$ cat config.mk
export PLATFORM = sky130hd
export DESIGN_NAME = mac_core
export DESIGN_NICKNAME = d
export VERILOG_FILES = /design/src/hw/mac_pkg.sv /design/src/hw/mac_core.sv /design/src/hw/mac_crc.sv /design/src/hw/mac_rx_deframer.sv /design/src/hw/mac_tx_framer.sv
export SDC_FILE = /design/constraint.sdc
export NUM_CORES = 1
export LEC_CHECK = 0
export BUFFER_PORTS_ARGS = -buffer_cell sky130_fd_sc_hd__clkbuf_2
export CAP_MARGIN = 10
export CORE_UTILIZATION = 45
export DETAILED_ROUTE_END_ITERATION = 8
export GPL_TIMING_DRIVEN = 0
export PLACE_DENSITY = 0.69
export SYNTH_ARGS = -nofsm -noshare
export SYNTH_HDL_FRONTEND = slang
export SYNTH_SLANG_ARGS = --single-unit
export TNS_END_PERCENT = 20
$ cat constraint.sdc
create_clock -name mac_rx_clk -period 2 [get_ports mac_rx_clk]
set_input_delay 0 -clock mac_rx_clk [delete_from_list [all_inputs] [get_ports mac_rx_clk]]
set_output_delay 0 -clock mac_rx_clk [all_outputs]
set_load 0.01 [all_outputs]
$ cat src/hw/mac_pkg.sv
// frame and CRC-32 constants shared by the MAC channels and the testbench, imported by wildcard
package mac_pkg;

    // ------------------------------
    // preamble and delimiter
    // ------------------------------
    localparam logic [7:0] PREAMBLE_BYTE = 8'h55;
    localparam logic [7:0] SFD_BYTE = 8'hD5;
    // seven preamble bytes plus the delimiter
    localparam int PREAMBLE_LEN = 8;

    // ------------------------------
    // frame check sequence
    // ------------------------------
    localparam int FCS_LEN = 4;
    // register preset at frame start
    localparam logic [31:0] CRC_INIT = 32'hFFFF_FFFF;
    // ethernet generator, msb-first register form
    localparam logic [31:0] CRC_POLY = 32'h04C1_1DB7;
    // left in the register once a good frame and its fcs went through
    localparam logic [31:0] CRC_RESIDUE = 32'hC704_DD7B;

    // ------------------------------
    // derived sizes
    // ------------------------------
    // rx byte counter, saturates one past the first payload byte
    localparam int RX_CNT_W = $clog2(PREAMBLE_LEN + 2);
    // tx payload delay, makes room for preamble and delimiter
    localparam int TX_DLY = PREAMBLE_LEN + 1;
    // tx fcs slot tracker
    // covers the store cycle, the delay, the fcs bytes and the enable drop
    localparam int TX_FCS_FLAG_W = PREAMBLE_LEN + FCS_LEN + 2;

endpackage

$ cat src/hw/mac_core.sv
// gigabit MAC framing top: receive deframer and transmit framer, each with its own CRC engine
module mac_core (
    input  logic       mac_rx_clk,
    input  logic       rst_n_i,
    // receive, phy side
    input  logic       phy_rx_dv_i,
    input  logic       phy_rx_er_i,
    input  logic [7:0] phy_rxd_i,
    // receive, logic side
    output logic       mac_rx_sof_o,
    output logic       mac_rx_eof_o,
    output logic       mac_rx_valid_o,
    output logic [7:0] mac_rx_data_o,
    output logic [3:0] eth_status_o,
    // transmit, logic side
    input  logic       mac_tx_sof_i,
    input  logic       mac_tx_eof_i,
    input  logic       mac_tx_valid_i,
    input  logic [7:0] mac_tx_data_i,
    // transmit, phy side
    output logic       phy_tx_en_o,
    output logic [7:0] phy_txd_o
);

    logic        rx_crc_clear;
    logic        rx_crc_en;
    logic [7:0]  rx_crc_data;
    logic [31:0] rx_crc;
    logic        tx_crc_clear;
    logic        tx_crc_en;
    logic [31:0] tx_crc;

    // ------------------------------
    // receive channel
    // ------------------------------
    mac_rx_deframer u_rx (
        .mac_rx_clk     (mac_rx_clk),
        .rst_n_i        (rst_n_i),
        .phy_rx_dv_i    (phy_rx_dv_i),
        .phy_rx_er_i    (phy_rx_er_i),
        .phy_rxd_i      (phy_rxd_i),
        .crc_i          (rx_crc),
        .crc_clear_o    (rx_crc_clear),
        .crc_en_o       (rx_crc_en),
        .crc_data_o     (rx_crc_data),
        .mac_rx_sof_o   (mac_rx_sof_o),
        .mac_rx_eof_o   (mac_rx_eof_o),
        .mac_rx_valid_o (mac_rx_valid_o),
        .mac_rx_data_o  (mac_rx_data_o),
        .eth_status_o   (eth_status_o)
    );

    mac_crc u_rx_crc (
        .mac_rx_clk (mac_rx_clk),
        .rst_n_i    (rst_n_i),
        .clear_i    (rx_crc_clear),
        .en_i       (rx_crc_en),
        .data_i     (rx_crc_data),
        .crc_o      (rx_crc)
    );

    // ------------------------------
    // transmit channel
    // ------------------------------
    mac_tx_framer u_tx (
        .mac_rx_clk     (mac_rx_clk),
        .rst_n_i        (rst_n_i),
        .mac_tx_sof_i   (mac_tx_sof_i),
        .mac_tx_eof_i   (mac_tx_eof_i),
        .mac_tx_valid_i (mac_tx_valid_i),
        .mac_tx_data_i  (mac_tx_data_i),
        .crc_i          (tx_crc),
        .crc_clear_o    (tx_crc_clear),
        .crc_en_o       (tx_crc_en),
        .phy_tx_en_o    (phy_tx_en_o),
        .phy_txd_o      (phy_txd_o)
    );

    // fcs is computed on the undelayed stream
    mac_crc u_tx_crc (
        .mac_rx_clk (mac_rx_clk),
        .rst_n_i    (rst_n_i),
        .clear_i    (tx_crc_clear),
        .en_i       (tx_crc_en),
        .data_i     (mac_tx_data_i),
        .crc_o      (tx_crc)
    );

endmodule

$ cat src/hw/mac_crc.sv
// byte-wide ethernet CRC-32 register with clear and enable, one instance per MAC channel
module mac_crc (
    input  logic        mac_rx_clk,
    input  logic        rst_n_i,
    input  logic        clear_i,
    input  logic        en_i,
    input  logic [7:0]  data_i,
    output logic [31:0] crc_o
);

    import mac_pkg::*;

    // eight serial steps folded into one cycle
    // data enters lsb first, register moves toward its msb
    function automatic logic [31:0] crc_next(
        input logic [31:0] crc,
        input logic [7:0]  data
    );
        logic [31:0] c;
        c = crc;
        for (int i = 0; i < 8; i++) begin
            if (c[31] ^ data[i]) begin
                c = {c[30:0], 1'b0} ^ CRC_POLY;
            end else begin
                c = {c[30:0], 1'b0};
            end
        end
        return c;
    endfunction

    // clear wins over enable
    always_ff @(posedge mac_rx_clk or negedge rst_n_i) begin
        if (!rst_n_i) begin
            crc_o <= CRC_INIT;
        end else if (clear_i) begin
            crc_o <= CRC_INIT;
        end else if (en_i) begin
            crc_o <= crc_next(crc_o, data_i);
        end
    end

    // both channels keep their preset and feed windows apart
    a_clear_en_excl: assert property (
        @(posedge mac_rx_clk) disable iff (!rst_n_i)
        !(clear_i && en_i)
    );

endmodule

$ cat src/hw/mac_rx_deframer.sv
// receive channel: registers phy bytes, keeps link status, strips preamble and flags good frames
module mac_rx_deframer (
    input  logic        mac_rx_clk,
    input  logic        rst_n_i,
    // phy side, byte domain
    input  logic        phy_rx_dv_i,
    input  logic        phy_rx_er_i,
    input  logic [7:0]  phy_rxd_i,
    // sibling crc engine
    input  logic [31:0] crc_i,
    output logic        crc_clear_o,
    output logic        crc_en_o,
    output logic [7:0]  crc_data_o,
    // logic side stream
    output logic        mac_rx_sof_o,
    output logic        mac_rx_eof_o,
    output logic        mac_rx_valid_o,
    output logic [7:0]  mac_rx_data_o,
    output logic [3:0]  eth_status_o
);

    import mac_pkg::*;

    logic                rx_dv_d;
    logic                rx_er_d;
    logic [7:0]          rx_data_d;
    logic [RX_CNT_W-1:0] rx_cnt;
    logic [3:0]          eth_status_q;
    // stage 2 of the byte pipe
    logic [7:0]          rx_data_dd;
    logic                sof_dd;
    logic                pay_dd;
    // stage 3, crc result lines up here
    logic [7:0]          rx_data_q;
    logic                sof_q;
    logic                pay_q;
    logic                eof_q;
    logic                valid_next;

    // ------------------------------
    // input register
    // ------------------------------
    always_ff @(posedge mac_rx_clk or negedge rst_n_i) begin
        if (!rst_n_i) begin
            rx_dv_d   <= 1'b0;
            rx_er_d   <= 1'b0;
            rx_data_d <= '0;
        end else begin
            rx_dv_d   <= phy_rx_dv_i;
            rx_er_d   <= phy_rx_er_i;
            rx_data_d <= phy_rxd_i;
        end
    end

    // in-band status between frames
    // bit 0 link, bits 2..1 speed, bit 3 duplex
    always_ff @(posedge mac_rx_clk or negedge rst_n_i) begin
        if (!rst_n_i) begin
            eth_status_q <= '0;
            eth_status_o <= '0;
        end else begin
            if (!rx_dv_d && !rx_er_d) begin
                eth_status_q <= rx_data_d[3:0];
            end
            eth_status_o <= eth_status_q;
        end
    end

    // ------------------------------
    // byte position and crc control
    // ------------------------------
    // index of the byte now in rx_data_d, preamble byte 0 first
    always_ff @(posedge mac_rx_clk or negedge rst_n_i) begin
        if (!rst_n_i) begin
            rx_cnt <= '0;
        end else if (!rx_dv_d) begin
            rx_cnt <= '0;
        end else if (rx_cnt != RX_CNT_W'(PREAMBLE_LEN + 1)) begin
            rx_cnt <= rx_cnt + 1'b1;
        end
    end

    // preset during preamble byte 6, feed from first byte past the sfd
    assign crc_clear_o = rx_dv_d && (rx_cnt == RX_CNT_W'(PREAMBLE_LEN - 2));
    assign crc_en_o    = rx_dv_d && (rx_cnt >= RX_CNT_W'(PREAMBLE_LEN));
    assign crc_data_o  = rx_data_d;

    // ------------------------------
    // output stream
    // ------------------------------
    always_ff @(posedge mac_rx_clk or negedge rst_n_i) begin
        if (!rst_n_i) begin
            rx_data_dd <= '0;
            sof_dd     <= 1'b0;
            pay_dd     <= 1'b0;
            rx_data_q  <= '0;
            sof_q      <= 1'b0;
            pay_q      <= 1'b0;
            eof_q      <= 1'b0;
        end else begin
            rx_data_dd <= rx_data_d;
            sof_dd     <= rx_dv_d && (rx_cnt == RX_CNT_W'(PREAMBLE_LEN));
            pay_dd     <= crc_en_o;
            rx_data_q  <= rx_data_dd;
            sof_q      <= sof_dd;
            pay_q      <= pay_dd;
            // crc_i already holds the byte sitting in rx_data_dd
            eof_q      <= pay_dd && (crc_i == CRC_RESIDUE);
        end
    end

    // held from sof until eof or the end of phy data
    assign valid_next = sof_q || (mac_rx_valid_o && !mac_rx_eof_o && pay_q);

    always_ff @(posedge mac_rx_clk or negedge rst_n_i) begin
        if (!rst_n_i) begin
            mac_rx_data_o  <= '0;
            mac_rx_sof_o   <= 1'b0;
            mac_rx_eof_o   <= 1'b0;
            mac_rx_valid_o <= 1'b0;
        end else begin
            mac_rx_data_o  <= rx_data_q;
            mac_rx_sof_o   <= sof_q;
            mac_rx_eof_o   <= eof_q;
            mac_rx_valid_o <= valid_next;
        end
    end

    a_rx_marks_valid: assert property (
        @(posedge mac_rx_clk) disable iff (!rst_n_i)
        (mac_rx_sof_o || mac_rx_eof_o) |-> mac_rx_valid_o
    );

    a_rx_sof_eof_excl: assert property (
        @(posedge mac_rx_clk) disable iff (!rst_n_i)
        !(mac_rx_sof_o && mac_rx_eof_o)
    );

endmodule

$ cat src/hw/mac_tx_framer.sv
// transmit channel: adds preamble and sfd in front of the delayed payload, appends the fcs
module mac_tx_framer (
    input  logic        mac_rx_clk,
    input  logic        rst_n_i,
    // logic side stream, no back-pressure
    input  logic        mac_tx_sof_i,
    input  logic        mac_tx_eof_i,
    input  logic        mac_tx_valid_i,
    input  logic [7:0]  mac_tx_data_i,
    // sibling crc engine, fed straight from the stream
    input  logic [31:0] crc_i,
    output logic        crc_clear_o,
    output logic        crc_en_o,
    // phy side
    output logic        phy_tx_en_o,
    output logic [7:0]  phy_txd_o
);

    import mac_pkg::*;

    function automatic logic [31:0] bit_reverse(input logic [31:0] value);
        logic [31:0] result;
        for (int i = 0; i < 32; i++) begin
            result[i] = value[31 - i];
        end
        return result;
    endfunction

    logic [7:0]               data_sr [TX_DLY];
    // walking ones, set by sof and eof, shift left each cycle
    logic [PREAMBLE_LEN-1:0]  pre_flag;
    logic [TX_FCS_FLAG_W-1:0] fcs_flag;
    logic [31:0]              fcs_value;
    logic [31:0]              fcs_stored;
    logic                     tx_busy;

    // engine presets between frames, runs over every valid byte
    assign crc_clear_o = !mac_tx_valid_i;
    assign crc_en_o    = mac_tx_valid_i;

    // wire order fcs, byte 0 goes out first
    assign fcs_value = bit_reverse(~crc_i);

    // ------------------------------
    // payload delay
    // ------------------------------
    always_ff @(posedge mac_rx_clk or negedge rst_n_i) begin
        if (!rst_n_i) begin
            for (int i = 0; i < TX_DLY; i++) begin
                data_sr[i] <= '0;
            end
        end else begin
            data_sr[0] <= mac_tx_valid_i ? mac_tx_data_i : 8'h00;
            for (int i = 1; i < TX_DLY; i++) begin
                data_sr[i] <= data_sr[i - 1];
            end
        end
    end

    // ------------------------------
    // slot tracking
    // ------------------------------
    always_ff @(posedge mac_rx_clk or negedge rst_n_i) begin
        if (!rst_n_i) begin
            pre_flag <= '0;
            fcs_flag <= '0;
        end else begin
            pre_flag <= mac_tx_sof_i ? '1 : pre_flag << 1;
            fcs_flag <= mac_tx_eof_i ? '1 : fcs_flag << 1;
        end
    end

    // bit 0 only right after eof, crc_i holds the whole frame then
    always_ff @(posedge mac_rx_clk) begin
        if (fcs_flag[0]) begin
            fcs_stored <= fcs_value;
        end
    end

    // ------------------------------
    // output byte mux
    // ------------------------------
    always_ff @(posedge mac_rx_clk or negedge rst_n_i) begin
        if (!rst_n_i) begin
            phy_txd_o   <= '0;
            phy_tx_en_o <= 1'b0;
        end else begin
            phy_txd_o <= data_sr[TX_DLY - 1];
            // first seven slots after sof
            if (|pre_flag[PREAMBLE_LEN-2:0]) begin
                phy_txd_o <= PREAMBLE_BYTE;
            end
            // only the top flag bit left
            if (pre_flag[PREAMBLE_LEN-1] && !(|pre_flag[PREAMBLE_LEN-2:0])) begin
                phy_txd_o <= SFD_BYTE;
            end
            // lowest set flag bit picks the fcs byte
            for (int j = 0; j < FCS_LEN; j++) begin
                if (fcs_flag[TX_DLY + j] && !fcs_flag[TX_DLY + j - 1]) begin
                    phy_txd_o <= fcs_stored[8*j +: 8];
                end
            end
            if (pre_flag[0]) begin
                phy_tx_en_o <= 1'b1;
            end else if (fcs_flag[TX_DLY + FCS_LEN] && !fcs_flag[TX_DLY + FCS_LEN - 1]) begin
                phy_tx_en_o <= 1'b0;
            end
        end
    end

    // frame on the wire or still being framed
    assign tx_busy = phy_tx_en_o || (|pre_flag) || (|fcs_flag);

    a_tx_marks_valid: assert property (
        @(posedge mac_rx_clk) disable iff (!rst_n_i)
        (mac_tx_sof_i || mac_tx_eof_i) |-> mac_tx_valid_i
    );

    a_tx_sof_idle: assert property (
        @(posedge mac_rx_clk) disable iff (!rst_n_i)
        mac_tx_sof_i |-> !tx_busy
    );

endmodule

==> qor.txt, run 1 <==
Crit path max-delay family: XOR/XNOR gates
Hold Crit Class: input port to asynchronous set/reset pin
Final wirelength: 17,400 µm
Pre-antenna DRT Iters: 4
Int Pwr: 12,800 µW
DRT iter0 DRCs: 197
Non-filler cells, final: 1,090
Seq pwr share: 0.382
Worst Skew: 0.0125 ns
P_leak: 0.00505 µW
Final total power: 18,600 µW
Max Clock Freq: 484 MHz
Routability cong.: 0.842
Antenna-violating nets left: 0
Fillers: 1,706
Comb power frac: 0.343
Clock transition at path regs: 0.06 ns
R2R depth: 5
P_sw: 5790 µW
Die extent in x: 149 µm
RSZ-0062 raised after global routing: yes
Area Growth Syn to Fin: 20.5%
I/O pin cnt: 47
Max incr delay on CP: 0.59 ns
GRT Util Overall: 0.168
CP Buf/Inv Count: 0
Max_cap viols: 0
Number of buffers created by CTS: 26
Root Driver: clkbuf_16
Core footprint: 21,100 µm²
Via-to-Cell Ratio: 4.86
Maximum clock path buffer count: 3
Fin crit period: 2.07 ns
Placed Area: 10,300 µm²
Required time of the critical path: 2.45 ns
Max-slew headroom: 0.425
Number of antenna violations at the first check in global routing: 1
H-tree levels: 1
Slowest-stage cell, CP: dfstp_2
Largest net degree at the start of global routing: 113
Async SR Flop Fraction: 0.874
Largest fanout on the critical path: 6
Crit path arrival time: 2.52 ns
EDFF count, synth: 32
Total grt overflow: 0
Nets: 821
Kind of critical path: flip-flop to flip-flop
Power Density: 1590 nW/µm²
I/O Buffers: 45
CTS tree: yes
Die ar.: 22,200 µm²
Worst VDD drop: 0.00102 V
Failing checks: negative setup slack
Worst Tran Pin Value: 0.862 ns
Main flop type after synthesis: dfrtp_1
Synth area leader: dfrtp_1
Finished layout cell area: 11,700 µm²
Dpl ws: -0.151 ns
Final Cycle Share: 1.03
# setup viols final: 4
Synth Net Count: 716
CTS sink cnt: 253
Synthesized area per cell: 14.1 µm²
Post-synth top area share: 0.404
Outcome: finished with violations
Starting Density: 0.461
WP depth: 5
Netlist cell types: 48
Synth Cell Area: 9730 µm²
CP startpoint kind: flip-flop
Synth warnings: 0
Number of global-route vias before repair: 5,566
Final WS setup: -0.0655 ns
Final hold vios: 0
Clock group share of total power: 0.275
Hold WS: 0.110 ns
WL/cell: 16.0 µm
Max Slew Vio Count: 0
Critical Path Sink Type: flip-flop
Ratio of cells with drive above 1 in the final layout: 0.267
Sw Share: 0.311
Via Count: 5,294
Die Ht: 149 µm
Cell count after synthesis: 689
First-pass GRT wire length: 29,300 µm
Dpl hpwl: 11,200 µm
Area contributors post-synth: dfrtp_1 40%, dfstp_2 17%, edfxtp_1 9.9%
Clock Latency Late Sink: 0.53 ns
Rows: 53
Worst path cell trace: xor2_4, xor2_2, xnor2_1, xnor3_1, o22a_1
Remaining DRCs: 0
Seq/Total Area, Yosys: 0.676
Yosys reg bits: 253
Placed Cells: 1,010
## layout by cell type, fill, tap and decap left out, types with 5 or more instances in the layout
master         netlist  final
a21oi_1             30     30
a221o_1              7      7
and2_1              10     10
bufinv_16            0      5
clkbuf_1            19     21
clkbuf_16            0     26
clkbuf_2             0     45
clkinvlp_4           0      5
dfrtp_1            157    157
dfstp_2             64     64
dlygate4sd3_1        0     30
edfxtp_1            32     32
inv_1               39     39
nand2_1             41     41
nand2b_1            11     11
nor2_1              21     21
nor3_1              17     17
o211ai_1             8      8
o21ai_0             10     10
o21ai_1              5      5
or2_2               20     20
xnor2_1             93     87
xnor2_2              9     13
xnor2_4              4      6
xor2_1              27     27
## Yosys cell counts (7+ instances only)
library cell and n:
nor3_1 17, and2_1 10, nand2_1 41, xnor2_2 9, nor2_1 21, dfstp_2 64, xor2_1 27, clkbuf_1 19
nand2b_1 11, inv_1 39, dfrtp_1 157, xnor2_1 93, edfxtp_1 32, o21ai_0 10, a21oi_1 30, o211ai_1 8
or2_2 20, a221o_1 7
## power by group through the flow
stage / Sequential (µW) / Clock (µW) / Combinational [µW]
after floorplan: 7000 / 0 / 5180
after global placement: 7160 / 0 / 6100
after detailed placement: 7190 / 0 / 6150
after CTS: 7120 / 5250 / 6300
after global routing: 7230 / 5450 / 7020
final: 7120 / 5110 / 6390
## path summary, 6_finish.rpt
check	startpoint	end	slack (ns)
min in group mac_rx_clk	phy_rxd_i[1]	u_rx.crc_data_o[1]	0.12
max reg2reg	u_rx_crc.crc_o[28]	u_rx_crc.crc_o[12]	-0.07
max in group asynchronous	rst_n_i	u_rx_crc.crc_o[18]	0.88
min	rst_n_i	u_tx.data_sr[7]	0.11
min reg2reg	u_tx.data_sr[53]	u_tx.data_sr[45]	0.34
max	u_rx_crc.crc_o[28]	u_rx_crc.crc_o[12]	-0.07
## through the flow
step / setup TNS [ns] / utilization
finish: -0.113 / 0.556
global route: -0.643 / 0.556
CTS: -0.0974 / 0.552
detailed placement: -1.92 / 0.490
global placement: -611.93 / 0.488
floorplan: 0 / -
## metal layers
metal,wire length [µm],track usage,part of all wire,vias up
li1,-,-,-,2478
met1,7790,0.233,0.45,2671
met2,8520,0.270,0.49,114
met3,722,0.0284,0.041,31
met4,391,0.0556,0.022,0
met5,0,0,0,-
## cells by family (layout without fill, tap and decap cells)
group           after synthesis  in the layout  synth area share
fa+ha+maj                     4              4           0.00515
xor+xnor                    145            145             0.161
flops                       253            253             0.676
mux                           5              5           0.00566
other cells                   0              1                 0
buf+inv                      59            184            0.0228
compound gates               77             77            0.0504
simple gates                146            146            0.0796
## flip-flops by register name (all words and copies together) (netlist names), 4 cells and up
| name | cells |
|---|---|
| u_rx.eth_status_o | 4 |
| u_tx.pre_flag | 8 |
| u_rx.rx_data_dd | 8 |
| u_rx_crc.crc_o | 32 |
| u_rx.crc_data_o | 8 |
| u_rx.rx_cnt | 4 |
| u_rx.mac_rx_data_o | 8 |
| u_tx.phy_txd_o | 8 |
| u_rx.eth_status_q | 4 |
| u_tx.fcs_flag | 14 |
| u_tx.data_sr | 72 |
| u_tx_crc.crc_o | 32 |
| u_rx.rx_data_q | 8 |
| u_tx.fcs_stored | 32 |
## final cells by class
type | count | area, µm² | share of cell area
Antenna cell | 1 | 2.50 | 0.000213
Tap cell | 275 | 344 | 0.0293
Buffer | 19 | 72.6 | 0.00619
Timing Repair Buffer | 78 | 597 | 0.0509
Clock inverter | 16 | 233 | 0.0199
Clock buffer | 32 | 693 | 0.0591
Sequential cell | 253 | 6570 | 0.561
Multi-Input combinational cell | 377 | 3060 | 0.261
Inverter | 39 | 146 | 0.0125
## what timing repair did
action,CTS,global route
setup endpoints to repair,26,34
gates resized for setup,10,8
pin swaps,5,0
setup buffers,1,0
endpoints found under the hold margin,164,0
hold buffers,30,0
No activity file was read; power rests on OpenSTA's default activity.
==> run 2: changes to the inputs <==
==> constraint.sdc (replaced) <==
create_clock -name mac_rx_clk -period 2 [get_ports mac_rx_clk]
set_input_delay 0.1 -clock mac_rx_clk [delete_from_list [all_inputs] [get_ports mac_rx_clk]]
set_output_delay 0.1 -clock mac_rx_clk [all_outputs]
set_load 0.01 [all_outputs]
==> run 2 against run 1 <==
Effect of this change: the run still ends with negative setup slack left; utilization fell by 0.065 points; power rose by 0.56%; via count fell by 1.0%; sequential share of layout area rose by 0.066 points; critical endpoint is now u_tx.phy_txd_o[4]; clock skew fell by 0.0043 ns; critical path depth did not move; largest cell class unchanged; cell count fell by 0.18%; critical path type unchanged; hold slack improved by 0.11 ns; global-route usage fell by 0.057 points; routed wire length fell by 0.53%.
==> qor.txt, run 2 (same netlist as run 1, synthesis figures left out) <==
RR Startpoint: u_tx.pre_flag[0]
Worst VDD drop: 0.00111 V (+7.9%)
Power Density: 1600 nW/µm² (+0.67%)
Final Cycle Share: 1.00 (-0.0289)
Root Driver: clkbuf_16
Max_cap viols: 0 (unchanged)
Most frequent cells in the layout: 157 x dfrtp_1, 86 x xnor2_1, 64 x dfstp_2
Fillers: 1,701 (-0.29%)
Largest Register: u_tx.data_sr
Comb power frac: 0.347 (+0.004)
Worst path most repeated cell: or4_4
Die extent in x: 149 µm (unchanged)
Placed Cells: 1,010 (unchanged)
Nets: 819 (-0.24%)
Non-filler cells, final: 1,088 (-0.18%)
P_leak: 0.00504 µW (-0.15%)
Via Count: 5,240 (-1.0%)
Crit path arrival time: 2.42 ns (-0.10 ns)
GR met1 Demand/Resource: 0.230 (-0.00304)
Seq pwr share: 0.381 (about the same)
Die ar.: 22,200 µm² (unchanged)
GRT Util Overall: 0.168 (-0.000574)
Number of antenna violations at the first check in global routing: 1 (unchanged)
Largest fanout on the critical path: 4 (-2)
I/O Buffers: 45 (unchanged)
R2R depth: 5 (unchanged)
# setup viols final: 1 (-3)
Die Ht: 149 µm (unchanged)
CTS tree: yes
Routability cong.: 0.842 (unchanged)
Fin crit period: 2.01 ns (-0.0578 ns)
Final hold vios: 0 (unchanged)
Critical Path Sink Type: flip-flop
Max Clock Freq: 498 MHz (+2.9%)
Hold Crit Class: input port to asynchronous set/reset pin
Dpl hpwl: 11,200 µm (unchanged)
Crit path max-delay family: simple AND/OR/NAND/NOR gates
I/O pin cnt: 47 (unchanged)
First-pass GRT wire length: 29,200 µm (-0.33%)
Failing checks: negative setup slack
Rows: 53 (unchanged)
H-tree levels: 1 (unchanged)
FF-to-FF End: u_tx.phy_txd_o[4]
Max-slew headroom: 0.426 (+0.000667)
R2r setup slk: -0.008 ns (+0.06 ns)
Final wirelength: 17,300 µm (-0.53%)
Total grt overflow: 0 (unchanged)
Setup TNS Final: -0.00771 ns (+0.106 ns)
Starting Density: 0.461 (unchanged)
Core Util, Final: 0.555 (-0.000653)
Required time of the critical path: 2.41 ns (-0.04 ns)
Final total power: 18,700 µW (+0.56%)
WP depth: 5 (unchanged)
Int Pwr: 12,900 µW (+0.71%)
Area Growth Syn to Fin: 20.4%
CP startpoint kind: flip-flop
Worst Tran Pin Value: 0.861 ns (-0.00100 ns)
Clock transition at path regs: 0.06 ns (about the same)
Max incr delay on CP: 0.55 ns (-0.04 ns)
Number of buffers created by CTS: 26 (unchanged)
Number of global-route vias before repair: 5,581 (+0.27%)
WL/cell: 15.9 µm (-0.34%)
Slowest-stage cell, CP: or4_4
Final WS setup: -0.00771 ns (+0.0578 ns)
Gr busiest metal: met2
Via-to-Cell Ratio: 4.82 (-0.84%)
Worst path cell trace: or4_4, or4_4, o221ai_2, and3_1, o21ai_1
RSZ-0062 raised after global routing: yes
CP Buf/Inv Count: 0 (unchanged)
Ratio of cells with drive above 1 in the final layout: 0.276 (+0.00928)
Commonest non-fill, non-tap cell in the layout: dfrtp_1
Outcome: finished with violations
Kind of critical path: flip-flop to flip-flop
Met2 Use GR: 0.272 (+0.00116)
Clock group share of total power: 0.273 (-0.002)
DRT iter0 DRCs: 191 (-3.0%)
Pre-antenna DRT Iters: 4 (unchanged)
Remaining DRCs: 0 (unchanged)
Clock Latency Late Sink: 0.53 ns (about the same)
Core footprint: 21,100 µm² (unchanged)
Worst Skew: 0.00816 ns (-0.00434 ns)
P_sw: 5800 µW (+0.21%)
Antenna-violating nets left: 0 (unchanged)
Largest net degree at the start of global routing: 113 (unchanged)
Met3 usage: 0.0284 (unchanged)
Max reg flops: 72 (unchanged)
Sw Share: 0.310 (-0.00106)
Maximum clock path buffer count: 3 (unchanged)
CTS sink cnt: 253 (unchanged)
Max Slew Vio Count: 0 (unchanged)
-- run 2: cell types whose count changed in the layout (fill, tap and decap cells not counted), sizes merged --
| cell | before | now |
|---|---|---|
| dlygate4sd3 | 30 | 22 |
| buf | 4 | 10 |
-- run 2: metrics by stage --
step	area, µm²	hold slack [ns]	setup slack [ns]
finish	11700	0.220	-0.00771
detailed placement	10300	0.210	-0.151
floorplan	9730	-0.196	0.0573
global placement	10300	0.208	-3.31
global route	11700	0.211	-0.0675
CTS	11600	0.190	-0.0560
-- run 2: per-layer routing --
layer / vias to the layer above / share of wire
met5: - / 0
met4: 0 / 0.020
met3: 27 / 0.034
met2: 83 / 0.49
met1: 2649 / 0.46
li1: 2481 / -
-- run 2: how the worst max path moves through the flow --
stage	slack, ns	startpoint	to
2_1_floorplan	0.06	u_tx.pre_flag[0]	u_tx.phy_txd_o[6]
3_3_place_gp	-3.31	rst_n_i	u_rx.crc_data_o[7]
3_5_place_dp	-0.15	u_tx.pre_flag[0]	u_tx.phy_txd_o[6]
4_1_cts	-0.06	u_rx_crc.crc_o[28]	u_rx_crc.crc_o[12]
5_1_grt	-0.07	u_tx.pre_flag[0]	u_tx.phy_txd_o[5]
6_report	-0.008	u_tx.pre_flag[0]	u_tx.phy_txd_o[4]
-- run 2: what timing repair did --
item                       4_1_cts  5_1_grt
hold buffers                    22        0
hold endpoints to repair       163        0
buffers inserted                 1        6
pin swaps                        5        2
gates resized for setup         10       10
setup endpoints to repair       26       34
-- run 2: worst register-to-register path: stages (launching register included) --
cell and delay, ns:
dfrtp_1 0.38, or4_4 0.55, or4_4 0.50, o221ai_2 0.19
and3_1 0.18, o21ai_1 0.08
-- run 2: final cells by class --
cell class                 count  area (µm²)  area share
sequential                   253        6570       0.561
timing repair buffer          76         562      0.0480
antenna                        1        2.50    0.000214
inverter                      39         146      0.0125
multi-input combinational    377        3090       0.263
tap                          275         344      0.0294
clock inverter                16         233      0.0199
buffer                        19        72.6     0.00620
clock buffer                  32         693      0.0592
-- run 2: power groups by stage --
| stage | logic (µW) | clock network, µW | registers (µW) |
|---|---|---|---|
| 4_1_cts | 6290 | 5250 | 7120 |
| 5_1_grt | 7140 | 5450 | 7240 |
| 6_report | 6490 | 5110 | 7130 |
| 2_1_floorplan | 5180 | 0 | 7000 |
| 3_3_place_gp | 6100 | 0 | 7160 |
| 3_5_place_dp | 6150 | 0 | 7190 |
